## src/design/usb_rx_config.svh

```systemverilog
`ifndef USB_RX_CONFIG_SVH
`define USB_RX_CONFIG_SVH

// ******************************
// line and byte framing
// ******************************
`define USB_RX_BYTE_W 8
`define USB_RX_CLKS_PER_BIT 8
`define USB_RX_STUFF_RUN 6
// sync pattern KJKJKJKK, arrives lsb first
`define USB_RX_SYNC_BYTE 8'h80

// device identity for token match
`define USB_RX_DEV_ADDR 7'h70
`define USB_RX_DEV_ENDP 4'h4
`define USB_RX_CRC_BYTES 2

// ******************************
// receive fifo and apb map
// ******************************
`define USB_RX_FIFO_DEPTH 8
`define USB_RX_APB_ADDR_W 4
`define USB_RX_REG_DATA 0
`define USB_RX_REG_STATUS 4

`endif
```

## src/design/usb_rx_pkg.sv

```systemverilog
`include "usb_rx_config.svh"

package usb_rx_pkg;

    typedef logic [`USB_RX_BYTE_W-1:0] usb_byte_t;
    // one spare bit so a full fifo fits
    typedef logic [$clog2(`USB_RX_FIFO_DEPTH):0] fifo_count_t;
    typedef logic [`USB_RX_APB_ADDR_W-1:0] apb_addr_t;
    typedef logic [31:0] apb_data_t;

    // packet codes reported on rx_packet
    typedef enum logic [2:0] {
        PKT_NONE  = 3'd0,
        PKT_IN    = 3'd1,
        PKT_OUT   = 3'd2,
        PKT_DATA  = 3'd3,
        PKT_ACK   = 3'd4,
        PKT_NAK   = 3'd5,
        PKT_UNSUP = 3'd6
    } rx_packet_t;

    typedef enum logic [2:0] {
        IDLE,
        SYNC,
        PID,
        TOKEN1,
        TOKEN2,
        PAYLOAD,
        DISCARD,
        DONE
    } ctrl_state_t;

endpackage

```

## src/design/usb_rx.sv

```systemverilog
`timescale 1ns/10ps

module usb_rx (
    input  logic tb_clk,
    input  logic tb_n_rst,
    input  logic d_plus,
    input  logic d_minus,
    output usb_rx_pkg::rx_packet_t rx_packet,
    output logic packet_done,
    output logic r_error,
    input  logic psel,
    input  logic penable,
    input  logic pwrite,
    input  usb_rx_pkg::apb_addr_t paddr,
    input  usb_rx_pkg::apb_data_t pwdata,
    output usb_rx_pkg::apb_data_t prdata,
    output logic pready,
    output logic pslverr
);
    logic bit_valid;
    logic bit_data;
    logic sop;
    logic eop;
    logic byte_valid;
    usb_rx_pkg::usb_byte_t byte_data;
    logic partial;
    logic push;
    usb_rx_pkg::usb_byte_t push_data;

    // line side
    usb_line_decoder usb_line_decoder_inst (
        .tb_clk    (tb_clk),
        .tb_n_rst  (tb_n_rst),
        .d_plus    (d_plus),
        .d_minus   (d_minus),
        .bit_valid (bit_valid),
        .bit_data  (bit_data),
        .sop       (sop),
        .eop       (eop)
    );

    usb_byte_assembler usb_byte_assembler_inst (
        .tb_clk     (tb_clk),
        .tb_n_rst   (tb_n_rst),
        .bit_valid  (bit_valid),
        .bit_data   (bit_data),
        .sop        (sop),
        .eop        (eop),
        .byte_valid (byte_valid),
        .byte_data  (byte_data),
        .partial    (partial)
    );

    usb_packet_controller usb_packet_controller_inst (
        .tb_clk      (tb_clk),
        .tb_n_rst    (tb_n_rst),
        .byte_valid  (byte_valid),
        .byte_data   (byte_data),
        .partial     (partial),
        .sop         (sop),
        .eop         (eop),
        .rx_packet   (rx_packet),
        .packet_done (packet_done),
        .r_error     (r_error),
        .push        (push),
        .push_data   (push_data)
    );

    // host side
    usb_rx_fifo_apb usb_rx_fifo_apb_inst (
        .tb_clk    (tb_clk),
        .tb_n_rst  (tb_n_rst),
        .push      (push),
        .push_data (push_data),
        .psel      (psel),
        .penable   (penable),
        .pwrite    (pwrite),
        .paddr     (paddr),
        .pwdata    (pwdata),
        .prdata    (prdata),
        .pready    (pready),
        .pslverr   (pslverr)
    );

endmodule

```

## src/design/usb_rx_fifo_apb.sv

```systemverilog
`timescale 1ns/10ps
`include "usb_rx_config.svh"

module usb_rx_fifo_apb (
    input  logic tb_clk,
    input  logic tb_n_rst,
    input  logic push,
    input  usb_rx_pkg::usb_byte_t push_data,
    input  logic psel,
    input  logic penable,
    input  logic pwrite,
    input  usb_rx_pkg::apb_addr_t paddr,
    input  usb_rx_pkg::apb_data_t pwdata,
    output usb_rx_pkg::apb_data_t prdata,
    output logic pready,
    output logic pslverr
);
    localparam int PTR_W = $clog2(`USB_RX_FIFO_DEPTH);

    usb_rx_pkg::usb_byte_t mem [`USB_RX_FIFO_DEPTH];
    logic [PTR_W-1:0] wr_ptr;
    logic [PTR_W-1:0] rd_ptr;
    usb_rx_pkg::fifo_count_t count;
    logic overflow;
    logic empty;
    logic full;
    logic access;
    logic sel_data;
    logic sel_status;
    logic wr_ok;
    logic rd_ok;

    assign empty = count == '0;
    assign full = count == usb_rx_pkg::fifo_count_t'(`USB_RX_FIFO_DEPTH);
    assign access = psel && penable;
    assign sel_data = paddr == usb_rx_pkg::apb_addr_t'(`USB_RX_REG_DATA);
    assign sel_status = paddr == usb_rx_pkg::apb_addr_t'(`USB_RX_REG_STATUS);
    assign wr_ok = push && !full;
    assign rd_ok = access && !pwrite && sel_data && !empty;

    // zero wait states
    assign pready = 1'b1;
    assign pslverr = access && (pwrite || !(sel_data || sel_status) || (sel_data && empty));

    // ******************************
    // apb read mux
    // ******************************
    always_comb begin
        prdata = '0;
        if (psel && !pwrite) begin
            if (sel_data && !empty) begin
                prdata[`USB_RX_BYTE_W-1:0] = mem[rd_ptr];
            end else if (sel_status) begin
                prdata[6:0] = {overflow, full, empty, count};
            end
        end
    end

    always_ff @(posedge tb_clk, negedge tb_n_rst) begin
        if (!tb_n_rst) begin
            wr_ptr <= '0;
            rd_ptr <= '0;
            count <= '0;
            overflow <= 1'b0;
        end else begin
            if (wr_ok) begin
                wr_ptr <= wr_ptr + 1'b1;
            end
            if (rd_ok) begin
                rd_ptr <= rd_ptr + 1'b1;
            end
            count <= count + usb_rx_pkg::fifo_count_t'(wr_ok)
                           - usb_rx_pkg::fifo_count_t'(rd_ok);
            // sticky until status is read, a new drop wins
            if (push && full) begin
                overflow <= 1'b1;
            end else if (access && !pwrite && sel_status) begin
                overflow <= 1'b0;
            end
        end
    end

    always_ff @(posedge tb_clk) begin
        if (wr_ok) begin
            mem[wr_ptr] <= push_data;
        end
    end

    a_count_bound: assert property (@(posedge tb_clk) disable iff (!tb_n_rst)
        count <= usb_rx_pkg::fifo_count_t'(`USB_RX_FIFO_DEPTH));

    // master holds the transfer steady from setup into access
    a_apb_stable: assert property (@(posedge tb_clk) disable iff (!tb_n_rst)
        access |-> $stable(paddr) && $stable(pwrite) && $stable(pwdata));

endmodule

```

## src/design/usb_packet_controller.sv

```systemverilog
`timescale 1ns/10ps
`include "usb_rx_config.svh"

module usb_packet_controller (
    input  logic tb_clk,
    input  logic tb_n_rst,
    input  logic byte_valid,
    input  usb_rx_pkg::usb_byte_t byte_data,
    input  logic partial,
    input  logic sop,
    input  logic eop,
    output usb_rx_pkg::rx_packet_t rx_packet,
    output logic packet_done,
    output logic r_error,
    output logic push,
    output usb_rx_pkg::usb_byte_t push_data
);
    localparam int HOLD = `USB_RX_CRC_BYTES;
    localparam int HOLD_W = $clog2(HOLD + 1);

    usb_rx_pkg::ctrl_state_t state;
    usb_rx_pkg::rx_packet_t code_q;
    logic err_q;
    logic done_q;
    logic [HOLD_W-1:0] hold_cnt;
    usb_rx_pkg::usb_byte_t hold [HOLD];
    usb_rx_pkg::usb_byte_t tok_lo;
    logic pid_ok;
    logic tok_match;
    logic data_err;

    function automatic usb_rx_pkg::rx_packet_t decode_pid(input usb_rx_pkg::usb_byte_t pid);
        usb_rx_pkg::rx_packet_t code;
        case (pid)
            8'h69: code = usb_rx_pkg::PKT_IN;
            8'hE1: code = usb_rx_pkg::PKT_OUT;
            8'hC3: code = usb_rx_pkg::PKT_DATA;
            8'hD2: code = usb_rx_pkg::PKT_ACK;
            8'h5A: code = usb_rx_pkg::PKT_NAK;
            default: code = usb_rx_pkg::PKT_UNSUP;
        endcase
        return code;
    endfunction

    // check nibble is the complement of the pid nibble
    assign pid_ok = byte_data[3:0] == ~byte_data[7:4];
    // endpoint straddles the two token bytes
    assign tok_match = (tok_lo[6:0] == `USB_RX_DEV_ADDR) &&
                       ({byte_data[2:0], tok_lo[7]} == `USB_RX_DEV_ENDP);
    assign data_err = partial || (hold_cnt != HOLD_W'(HOLD));

    always_ff @(posedge tb_clk, negedge tb_n_rst) begin
        if (!tb_n_rst) begin
            state <= usb_rx_pkg::IDLE;
            code_q <= usb_rx_pkg::PKT_NONE;
            err_q <= 1'b0;
            done_q <= 1'b0;
            hold_cnt <= '0;
            push <= 1'b0;
            rx_packet <= usb_rx_pkg::PKT_NONE;
            packet_done <= 1'b0;
            r_error <= 1'b0;
        end else begin
            push <= 1'b0;
            if (sop) begin
                state <= usb_rx_pkg::SYNC;
                code_q <= usb_rx_pkg::PKT_NONE;
                err_q <= 1'b0;
                done_q <= 1'b0;
                hold_cnt <= '0;
                rx_packet <= usb_rx_pkg::PKT_NONE;
                packet_done <= 1'b0;
                r_error <= 1'b0;
            end else if (eop && state != usb_rx_pkg::IDLE && state != usb_rx_pkg::DONE) begin
                // ******************************
                // report on end of packet
                // ******************************
                state <= usb_rx_pkg::DONE;
                rx_packet <= code_q;
                case (state)
                    usb_rx_pkg::PAYLOAD: begin
                        r_error <= data_err;
                        packet_done <= !data_err;
                    end
                    usb_rx_pkg::DISCARD: begin
                        r_error <= err_q;
                        packet_done <= done_q;
                    end
                    // packet cut short before it was complete
                    default: begin
                        r_error <= 1'b1;
                        packet_done <= 1'b0;
                    end
                endcase
            end else if (byte_valid) begin
                case (state)
                    usb_rx_pkg::SYNC: begin
                        if (byte_data == `USB_RX_SYNC_BYTE) begin
                            state <= usb_rx_pkg::PID;
                        end else begin
                            err_q <= 1'b1;
                            state <= usb_rx_pkg::DISCARD;
                        end
                    end
                    usb_rx_pkg::PID: begin
                        if (!pid_ok) begin
                            err_q <= 1'b1;
                            state <= usb_rx_pkg::DISCARD;
                        end else begin
                            code_q <= decode_pid(byte_data);
                            case (decode_pid(byte_data))
                                usb_rx_pkg::PKT_IN,
                                usb_rx_pkg::PKT_OUT: state <= usb_rx_pkg::TOKEN1;
                                usb_rx_pkg::PKT_DATA: state <= usb_rx_pkg::PAYLOAD;
                                default: state <= usb_rx_pkg::DISCARD;
                            endcase
                        end
                    end
                    usb_rx_pkg::TOKEN1: state <= usb_rx_pkg::TOKEN2;
                    usb_rx_pkg::TOKEN2: begin
                        done_q <= tok_match;
                        state <= usb_rx_pkg::DISCARD;
                    end
                    usb_rx_pkg::PAYLOAD: begin
                        // oldest held byte leaves once the hold-back is full
                        if (hold_cnt == HOLD_W'(HOLD)) begin
                            push <= 1'b1;
                        end else begin
                            hold_cnt <= hold_cnt + 1'b1;
                        end
                    end
                    default: ;
                endcase
            end
        end
    end

    // hold-back line and token low byte
    always_ff @(posedge tb_clk) begin
        if (byte_valid && state == usb_rx_pkg::PAYLOAD) begin
            push_data <= hold[0];
            for (int i = 0; i < HOLD - 1; i++) begin
                hold[i] <= hold[i+1];
            end
            hold[HOLD-1] <= byte_data;
        end
        if (byte_valid && state == usb_rx_pkg::TOKEN1) begin
            tok_lo <= byte_data;
        end
    end

    // a push always comes from a payload byte of the same packet
    a_push_in_payload: assert property (@(posedge tb_clk) disable iff (!tb_n_rst)
        push |-> state == usb_rx_pkg::PAYLOAD && !sop && !eop);

endmodule

```

## src/design/usb_byte_assembler.sv

```systemverilog
`timescale 1ns/10ps
`include "usb_rx_config.svh"

module usb_byte_assembler (
    input  logic tb_clk,
    input  logic tb_n_rst,
    input  logic bit_valid,
    input  logic bit_data,
    input  logic sop,
    input  logic eop,
    output logic byte_valid,
    output usb_rx_pkg::usb_byte_t byte_data,
    output logic partial
);
    localparam int CNT_W = $clog2(`USB_RX_BYTE_W);

    logic [CNT_W-1:0] bit_cnt;

    assign partial = bit_cnt != '0;

    always_ff @(posedge tb_clk, negedge tb_n_rst) begin
        if (!tb_n_rst) begin
            bit_cnt <= '0;
            byte_valid <= 1'b0;
        end else if (sop || eop) begin
            bit_cnt <= '0;
            byte_valid <= 1'b0;
        end else begin
            // last bit of the byte completes it
            byte_valid <= bit_valid && (bit_cnt == '1);
            if (bit_valid) begin
                bit_cnt <= bit_cnt + 1'b1;
            end
        end
    end

    // lsb first, so shift in from the top
    always_ff @(posedge tb_clk) begin
        if (bit_valid) begin
            byte_data <= {bit_data, byte_data[`USB_RX_BYTE_W-1:1]};
        end
    end

endmodule

```

## src/design/usb_line_decoder.sv

```systemverilog
`timescale 1ns/10ps
`include "usb_rx_config.svh"

module usb_line_decoder (
    input  logic tb_clk,
    input  logic tb_n_rst,
    input  logic d_plus,
    input  logic d_minus,
    output logic bit_valid,
    output logic bit_data,
    output logic sop,
    output logic eop
);
    localparam int PHASE_W = $clog2(`USB_RX_CLKS_PER_BIT);
    localparam int ONES_W = $clog2(`USB_RX_STUFF_RUN + 1);
    localparam int SE0_W = $clog2(`USB_RX_CLKS_PER_BIT + 1);

    logic [1:0] dp_sync;
    logic [1:0] dm_sync;
    logic dp_prev;
    // line level at the previous bit sample
    logic last_dp;
    logic active;
    logic [PHASE_W-1:0] phase;
    logic [ONES_W-1:0] ones;
    logic [SE0_W-1:0] se0_cnt;
    logic dp;
    logic dm;
    logic line_edge;
    logic se0;
    logic j_state;
    logic sample;
    logic sop_cond;
    logic eop_cond;
    logic nrzi_bit;

    assign dp = dp_sync[1];
    assign dm = dm_sync[1];
    assign line_edge = dp != dp_prev;
    assign se0 = !dp && !dm;
    assign j_state = dp && !dm;

    // idle is J, first K starts a packet
    assign sop_cond = !active && line_edge && !se0;
    assign eop_cond = active && j_state && (se0_cnt == SE0_W'(`USB_RX_CLKS_PER_BIT));
    // mid-bit sample, half a bit after the last transition
    assign sample = active && !se0 && !eop_cond &&
                    (phase == PHASE_W'(`USB_RX_CLKS_PER_BIT / 2));
    // nrzi: no change means 1
    assign nrzi_bit = dp == last_dp;

    // ******************************
    // synchronizer and bit clock
    // ******************************
    always_ff @(posedge tb_clk, negedge tb_n_rst) begin
        if (!tb_n_rst) begin
            dp_sync <= 2'b11;
            dm_sync <= 2'b00;
            dp_prev <= 1'b1;
            phase <= '0;
            se0_cnt <= '0;
        end else begin
            dp_sync <= {dp_sync[0], d_plus};
            dm_sync <= {dm_sync[0], d_minus};
            dp_prev <= dp;
            // restart the phase on every transition
            if (line_edge) begin
                phase <= PHASE_W'(1);
            end else begin
                phase <= phase + 1'b1;
            end
            if (!se0) begin
                se0_cnt <= '0;
            end else if (se0_cnt != SE0_W'(`USB_RX_CLKS_PER_BIT)) begin
                se0_cnt <= se0_cnt + 1'b1;
            end
        end
    end

    // ******************************
    // nrzi, unstuffing, framing
    // ******************************
    always_ff @(posedge tb_clk, negedge tb_n_rst) begin
        if (!tb_n_rst) begin
            active <= 1'b0;
            last_dp <= 1'b1;
            ones <= '0;
            bit_valid <= 1'b0;
            sop <= 1'b0;
            eop <= 1'b0;
        end else begin
            sop <= sop_cond;
            eop <= eop_cond;
            bit_valid <= 1'b0;
            if (sop_cond) begin
                active <= 1'b1;
                ones <= '0;
            end else if (eop_cond) begin
                active <= 1'b0;
                last_dp <= 1'b1;
            end else if (sample) begin
                last_dp <= dp;
                if (ones == ONES_W'(`USB_RX_STUFF_RUN)) begin
                    // stuffed zero, drop it
                    ones <= '0;
                end else begin
                    bit_valid <= 1'b1;
                    ones <= nrzi_bit ? ones + 1'b1 : '0;
                end
            end
        end
    end

    always_ff @(posedge tb_clk) begin
        if (sample) begin
            bit_data <= nrzi_bit;
        end
    end

    // eop only follows a stretch of se0, never a kept bit
    a_bit_eop_excl: assert property (@(posedge tb_clk) disable iff (!tb_n_rst)
        eop |-> !bit_valid && !$past(bit_valid));

endmodule

```

## config.mk

```make
export PLATFORM = sky130hd
export DESIGN_NAME = usb_rx
export DESIGN_NICKNAME = d
export VERILOG_FILES = /design/src/design/usb_rx_pkg.sv /design/src/design/usb_rx.sv /design/src/design/usb_rx_fifo_apb.sv /design/src/design/usb_packet_controller.sv /design/src/design/usb_byte_assembler.sv /design/src/design/usb_line_decoder.sv
export VERILOG_INCLUDE_DIRS = /design/src /design/src/design
export SDC_FILE = /design/constraint.sdc
export NUM_CORES = 1
export LEC_CHECK = 0
export ABC_AREA = 1
export BUFFER_PORTS_ARGS = -buffer_cell sky130_fd_sc_hd__buf_2
export CAP_MARGIN = 30
export CORE_ASPECT_RATIO = 0.6
export CORE_MARGIN = 8
export CORE_UTILIZATION = 30
export DETAILED_ROUTE_END_ITERATION = 8
export GPL_TIMING_DRIVEN = 0
export HOLD_SLACK_MARGIN = 0.05
export PLACE_DENSITY = 0.49
export SYNTH_ARGS = -nofsm -noshare
export SYNTH_HDL_FRONTEND = slang
export SYNTH_HIERARCHICAL = 1
export SYNTH_SLANG_ARGS = --single-unit
```

## constraint.sdc

```tcl
create_clock -name tb_clk -period 4.2 [get_ports tb_clk]
set_input_delay 0.84 -clock tb_clk [delete_from_list [all_inputs] [get_ports tb_clk]]
set_output_delay 0.84 -clock tb_clk [all_outputs]
set_load 0.05 [all_outputs]
```

==> results by group <==
Route
  • Vias/cell: about 4.2
  • Drt first pass iters: 5
  • DRT antenna net count: 0
  • Via count: 4699
  • Wirelength, routed: 14.8 mm
  • DRC viols: 0
  • Drt initial violations: 337
  • Routed len/inst: about 13 µm

Floorplanning
  • Die width: 217 µm
  • Die height: 136 µm
  • Core area: 0.0239 mm²
  • Initial Util: 0.302
  • I/O pin total: 82
  • Die area: 0.0295 mm²
  • Cell row count: 44

Synthesis
  • Synth Cell Area: approximately 0.0072 mm²
  • Largest family of logic cells by synthesized area: simple AND/OR/NAND/NOR gates
  • Seq/Total Area, Yosys: 0.613
  • Compound-Gate Fraction of Synth Area: 0.0325
  • Synth Instances: 711
  • Top cells by area, synth: edfxtp_1 44%, dfrtp_1 16%, nand2_1 8.7%
  • Post-synthesis mux area share: 0
  • Cell variety after synth: about 40
  • Synthesis warning total: 6
  • EDFF count, synth: 105
  • Post-synth ARST share: 0.327
  • Post-synth top area cell: edfxtp_1
  • Syn avg cell area: 10.2 µm²
  • Synthesized-area fraction occupied by adder cells: 0.0339
  • Top-area cell type share of the netlist area: 0.436
  • Synth Area in XOR/XNOR: 0.00726
  • Simple-Gate Fraction of Synth Area: 0.214
  • Post-synth top flop: edfxtp_1
  • Yosys reg bits: 156

Setup path
  • CP Max Fanout: 10
  • Critical path class: reg -> out
  • Crit-path cells: buf_6 -> inv_2 -> buf_6 -> o21ai_0 -> o22ai_1 -> nor2_1 -> nor2_1 -> buf_2
  • CP arrival: 2.12 ns
  • CP startpoint kind: flop
  • Worst Setup End Kind: output pin
  • Slowest stage cell, crit path: dfrtp_1
  • Critical path required time: 3.36 ns
  • Largest stage delay, worst path: 0.40 ns

Pwr
  • Tot Pwr: 0.00406 W
  • P_int: roughly 0.0029 W
  • Net Switching: between 0.001 and 0.0015 W
  • Combinational share of power: 0.179
  • VDD IR-drop max: about 0.27 mV
  • Lkg Pwr: 3.81 nW
  • PwrDens: 480 mW/mm²
  • Clk network pwr share: 0.378
  • Switching fraction of total power: 0.284
  • Sequential share of power: 0.443

Global route
  • Total congestion overflow: 0
  • Vias in the first global route: 4410
  • Largest net degree at the start of global routing: 33
  • Tot GR Track Use: 0.105
  • First-pass GRT wire length: 24.2 mm
  • Initial antenna violation count: 0

Final layout
  • Most frequent cells in the layout: 168 x nand2_1, 105 x edfxtp_1, 97 x inv_1
  • Commonest non-fill, non-tap cell in the layout: nand2_1
  • Final nets: roughly 840
  • Final core occ: 0.354
  • Fillers: 2412
  • Layout cells sized above 1: 0.168
  • Post-Layout Cell Count: about 1.1k
  • N_diodes: 0
  • Synth-to-Final Area Change: 16.9%

STA
  • Rel. slew slack: 0.423
  • Minimum clock period: 2.96 ns
  • Worst-Margin Slew: around 0.86 ns
  • Fin. Hold Viols: 0
  • Period utilization: 0.704
  • Setup TNS: 0 ns
  • RSZ-0062 raised after global routing: no
  • Final Max Tran Viols: 0
  • Clock skew: 0.00912 ns
  • # setup viols final: 0
  • Fmax: 338 MHz
  • Hold_ws: ~0.36 ns

Clock network
  • Clock buffer depth: 2
  • TritonCTS clock tree: done
  • Setup repair bufs after CTS: 0
  • Clk Latency, worst-skew pair: between 0.4 and 0.5 ns
  • CTS Buf Count: 17
  • Clk sink count: 156
  • Clk slew on worst S/H paths: 0.06 ns
  • Hold-fix buffer count after cts: 0
  • CTS H-tree lvls: 4
  • Post_cts resized: 0
  • Root Buffer: clkbuf_16

Min path
  • Hold Crit Class: reg -> reg

Outcome
  • Status: complete, no violations

Placed design
  • Routability cong.: 0.827
  • Dpl hpwl: approximately 10 mm
  • Placed Cells: 1082
  • PortBufs: 24

Job
  • Maxcap violations: 0
[critical path, delay by kind of cell (launching register included)]
family                 cells  cell delay, ns
buffers and inverters      4            0.77
AO/OA/AOI/OAI              2            0.28
AND/OR/NAND/NOR            2            0.23
flip-flops                 1            0.40
[power by group through the flow]
| stage | registers (W) | logic, W | clock network, W |
|---|---|---|---|
| final | 0.00180 | 0.000728 | 0.00153 |
| after global routing | 0.00181 | 0.000820 | 0.00164 |
| after CTS | 0.00180 | 0.000732 | 0.00158 |
| after detailed placement | 0.00183 | 0.000729 | 0 |
| after global placement | 0.00183 | 0.000721 | 0 |
| after floorplan | 0.00181 | 0.000562 | 0 |
[logic make-up (layout without fill, tap and decap cells)]
family,Yosys count,in the layout
and+or+nand+nor,339,339
DFF,156,156
buffers and inverters,147,203
AOI/OAI and AO/OA,42,42
adders and majority gates,19,19
xor gates and xnor gates,6,6
other,2,25
[final timing paths]
kind / from / to / slack, ns / cells after the start
worst min-delay path: usb_line_decoder_inst/dp_sync[0] / usb_line_decoder_inst/dp_sync[1] / 0.36 / 0
worst min register to register: usb_line_decoder_inst/dp_sync[0] / usb_line_decoder_inst/dp_sync[1] / 0.36 / 0
worst max-delay path: usb_rx_fifo_apb_inst/rd_ptr[1] / prdata[7] / 1.24 / 8
min in group asynchronous: tb_n_rst / usb_line_decoder_inst/ones[1] / 0.38 / 1
worst max register to register: usb_rx_fifo_apb_inst/count[2] / usb_rx_fifo_apb_inst/count[2] / 1.92 / 11
max in group asynchronous: tb_n_rst / usb_line_decoder_inst/dp_sync[1] / 3.21 / 2
[Yosys cell counts (2+ instances only)]
| cell type | n |
|---|---|
| a22o_1 | 4 |
| buf_6 | 6 |
| nand2_1 | 168 |
| dfstp_2 | 4 |
| nor3b_1 | 2 |
| nor2_2 | 5 |
| xor2_1 | 3 |
| inv_1 | 97 |
| o21ai_0 | 15 |
| nand4_1 | 2 |
| inv_2 | 11 |
| nor2_1 | 55 |
| nand2_2 | 4 |
| nand3_2 | 3 |
| nand2_4 | 6 |
| xnor2_1 | 3 |
| ha_1 | 18 |
| a21oi_1 | 15 |
| edfxtp_1 | 105 |
| buf_4 | 29 |
| nand3_4 | 2 |
| nor3_1 | 4 |
| dfrtp_1 | 47 |
| o21ai_1 | 4 |
| nand3_1 | 81 |
| inv_4 | 2 |
| conb_1 | 2 |
[metal layers]
| layer | global-route usage | wire length, µm |
|---|---|---|
| met4 | 0.0419 | 216 |
| met5 | 0 | 0 |
| met1 | 0.156 | 7790 |
| met3 | 0.0287 | 881 |
| met2 | 0.141 | 5920 |
[stage by stage]
| step | area, µm² | setup WS (ns) |
|---|---|---|
| floorplan | 7330 | 1.19 |
| global placement | 7850 | 1.35 |
| detailed placement | 7890 | 1.33 |
| CTS | 8470 | 1.19 |
| global route | 8470 | 1.05 |
| finish | 8470 | 1.24 |
[sequential cells by signal, indices dropped and copies added (netlist names), 4 cells and up]
signal	flops
usb_packet_controller_inst/tok_lo	8
usb_rx_fifo_apb_inst/mem	64
usb_packet_controller_inst/push_data	8
usb_packet_controller_inst/hold	16
usb_line_decoder_inst/se0_cnt	4
usb_rx_fifo_apb_inst/count	4
usb_byte_assembler_inst/byte_data	8
[layout make-up]
cell class              count  area (µm²)  area share
plain buffers              37         294      0.0347
clock buffers              19         433      0.0511
clock inverters            11         146      0.0173
inverters                 110         418      0.0494
multi-input cells         431        2180       0.258
flip-flops and latches    156        4430       0.524
well taps                 322         403      0.0476
repair buffers             26         155      0.0183
Power figures use the tool's default switching activity.
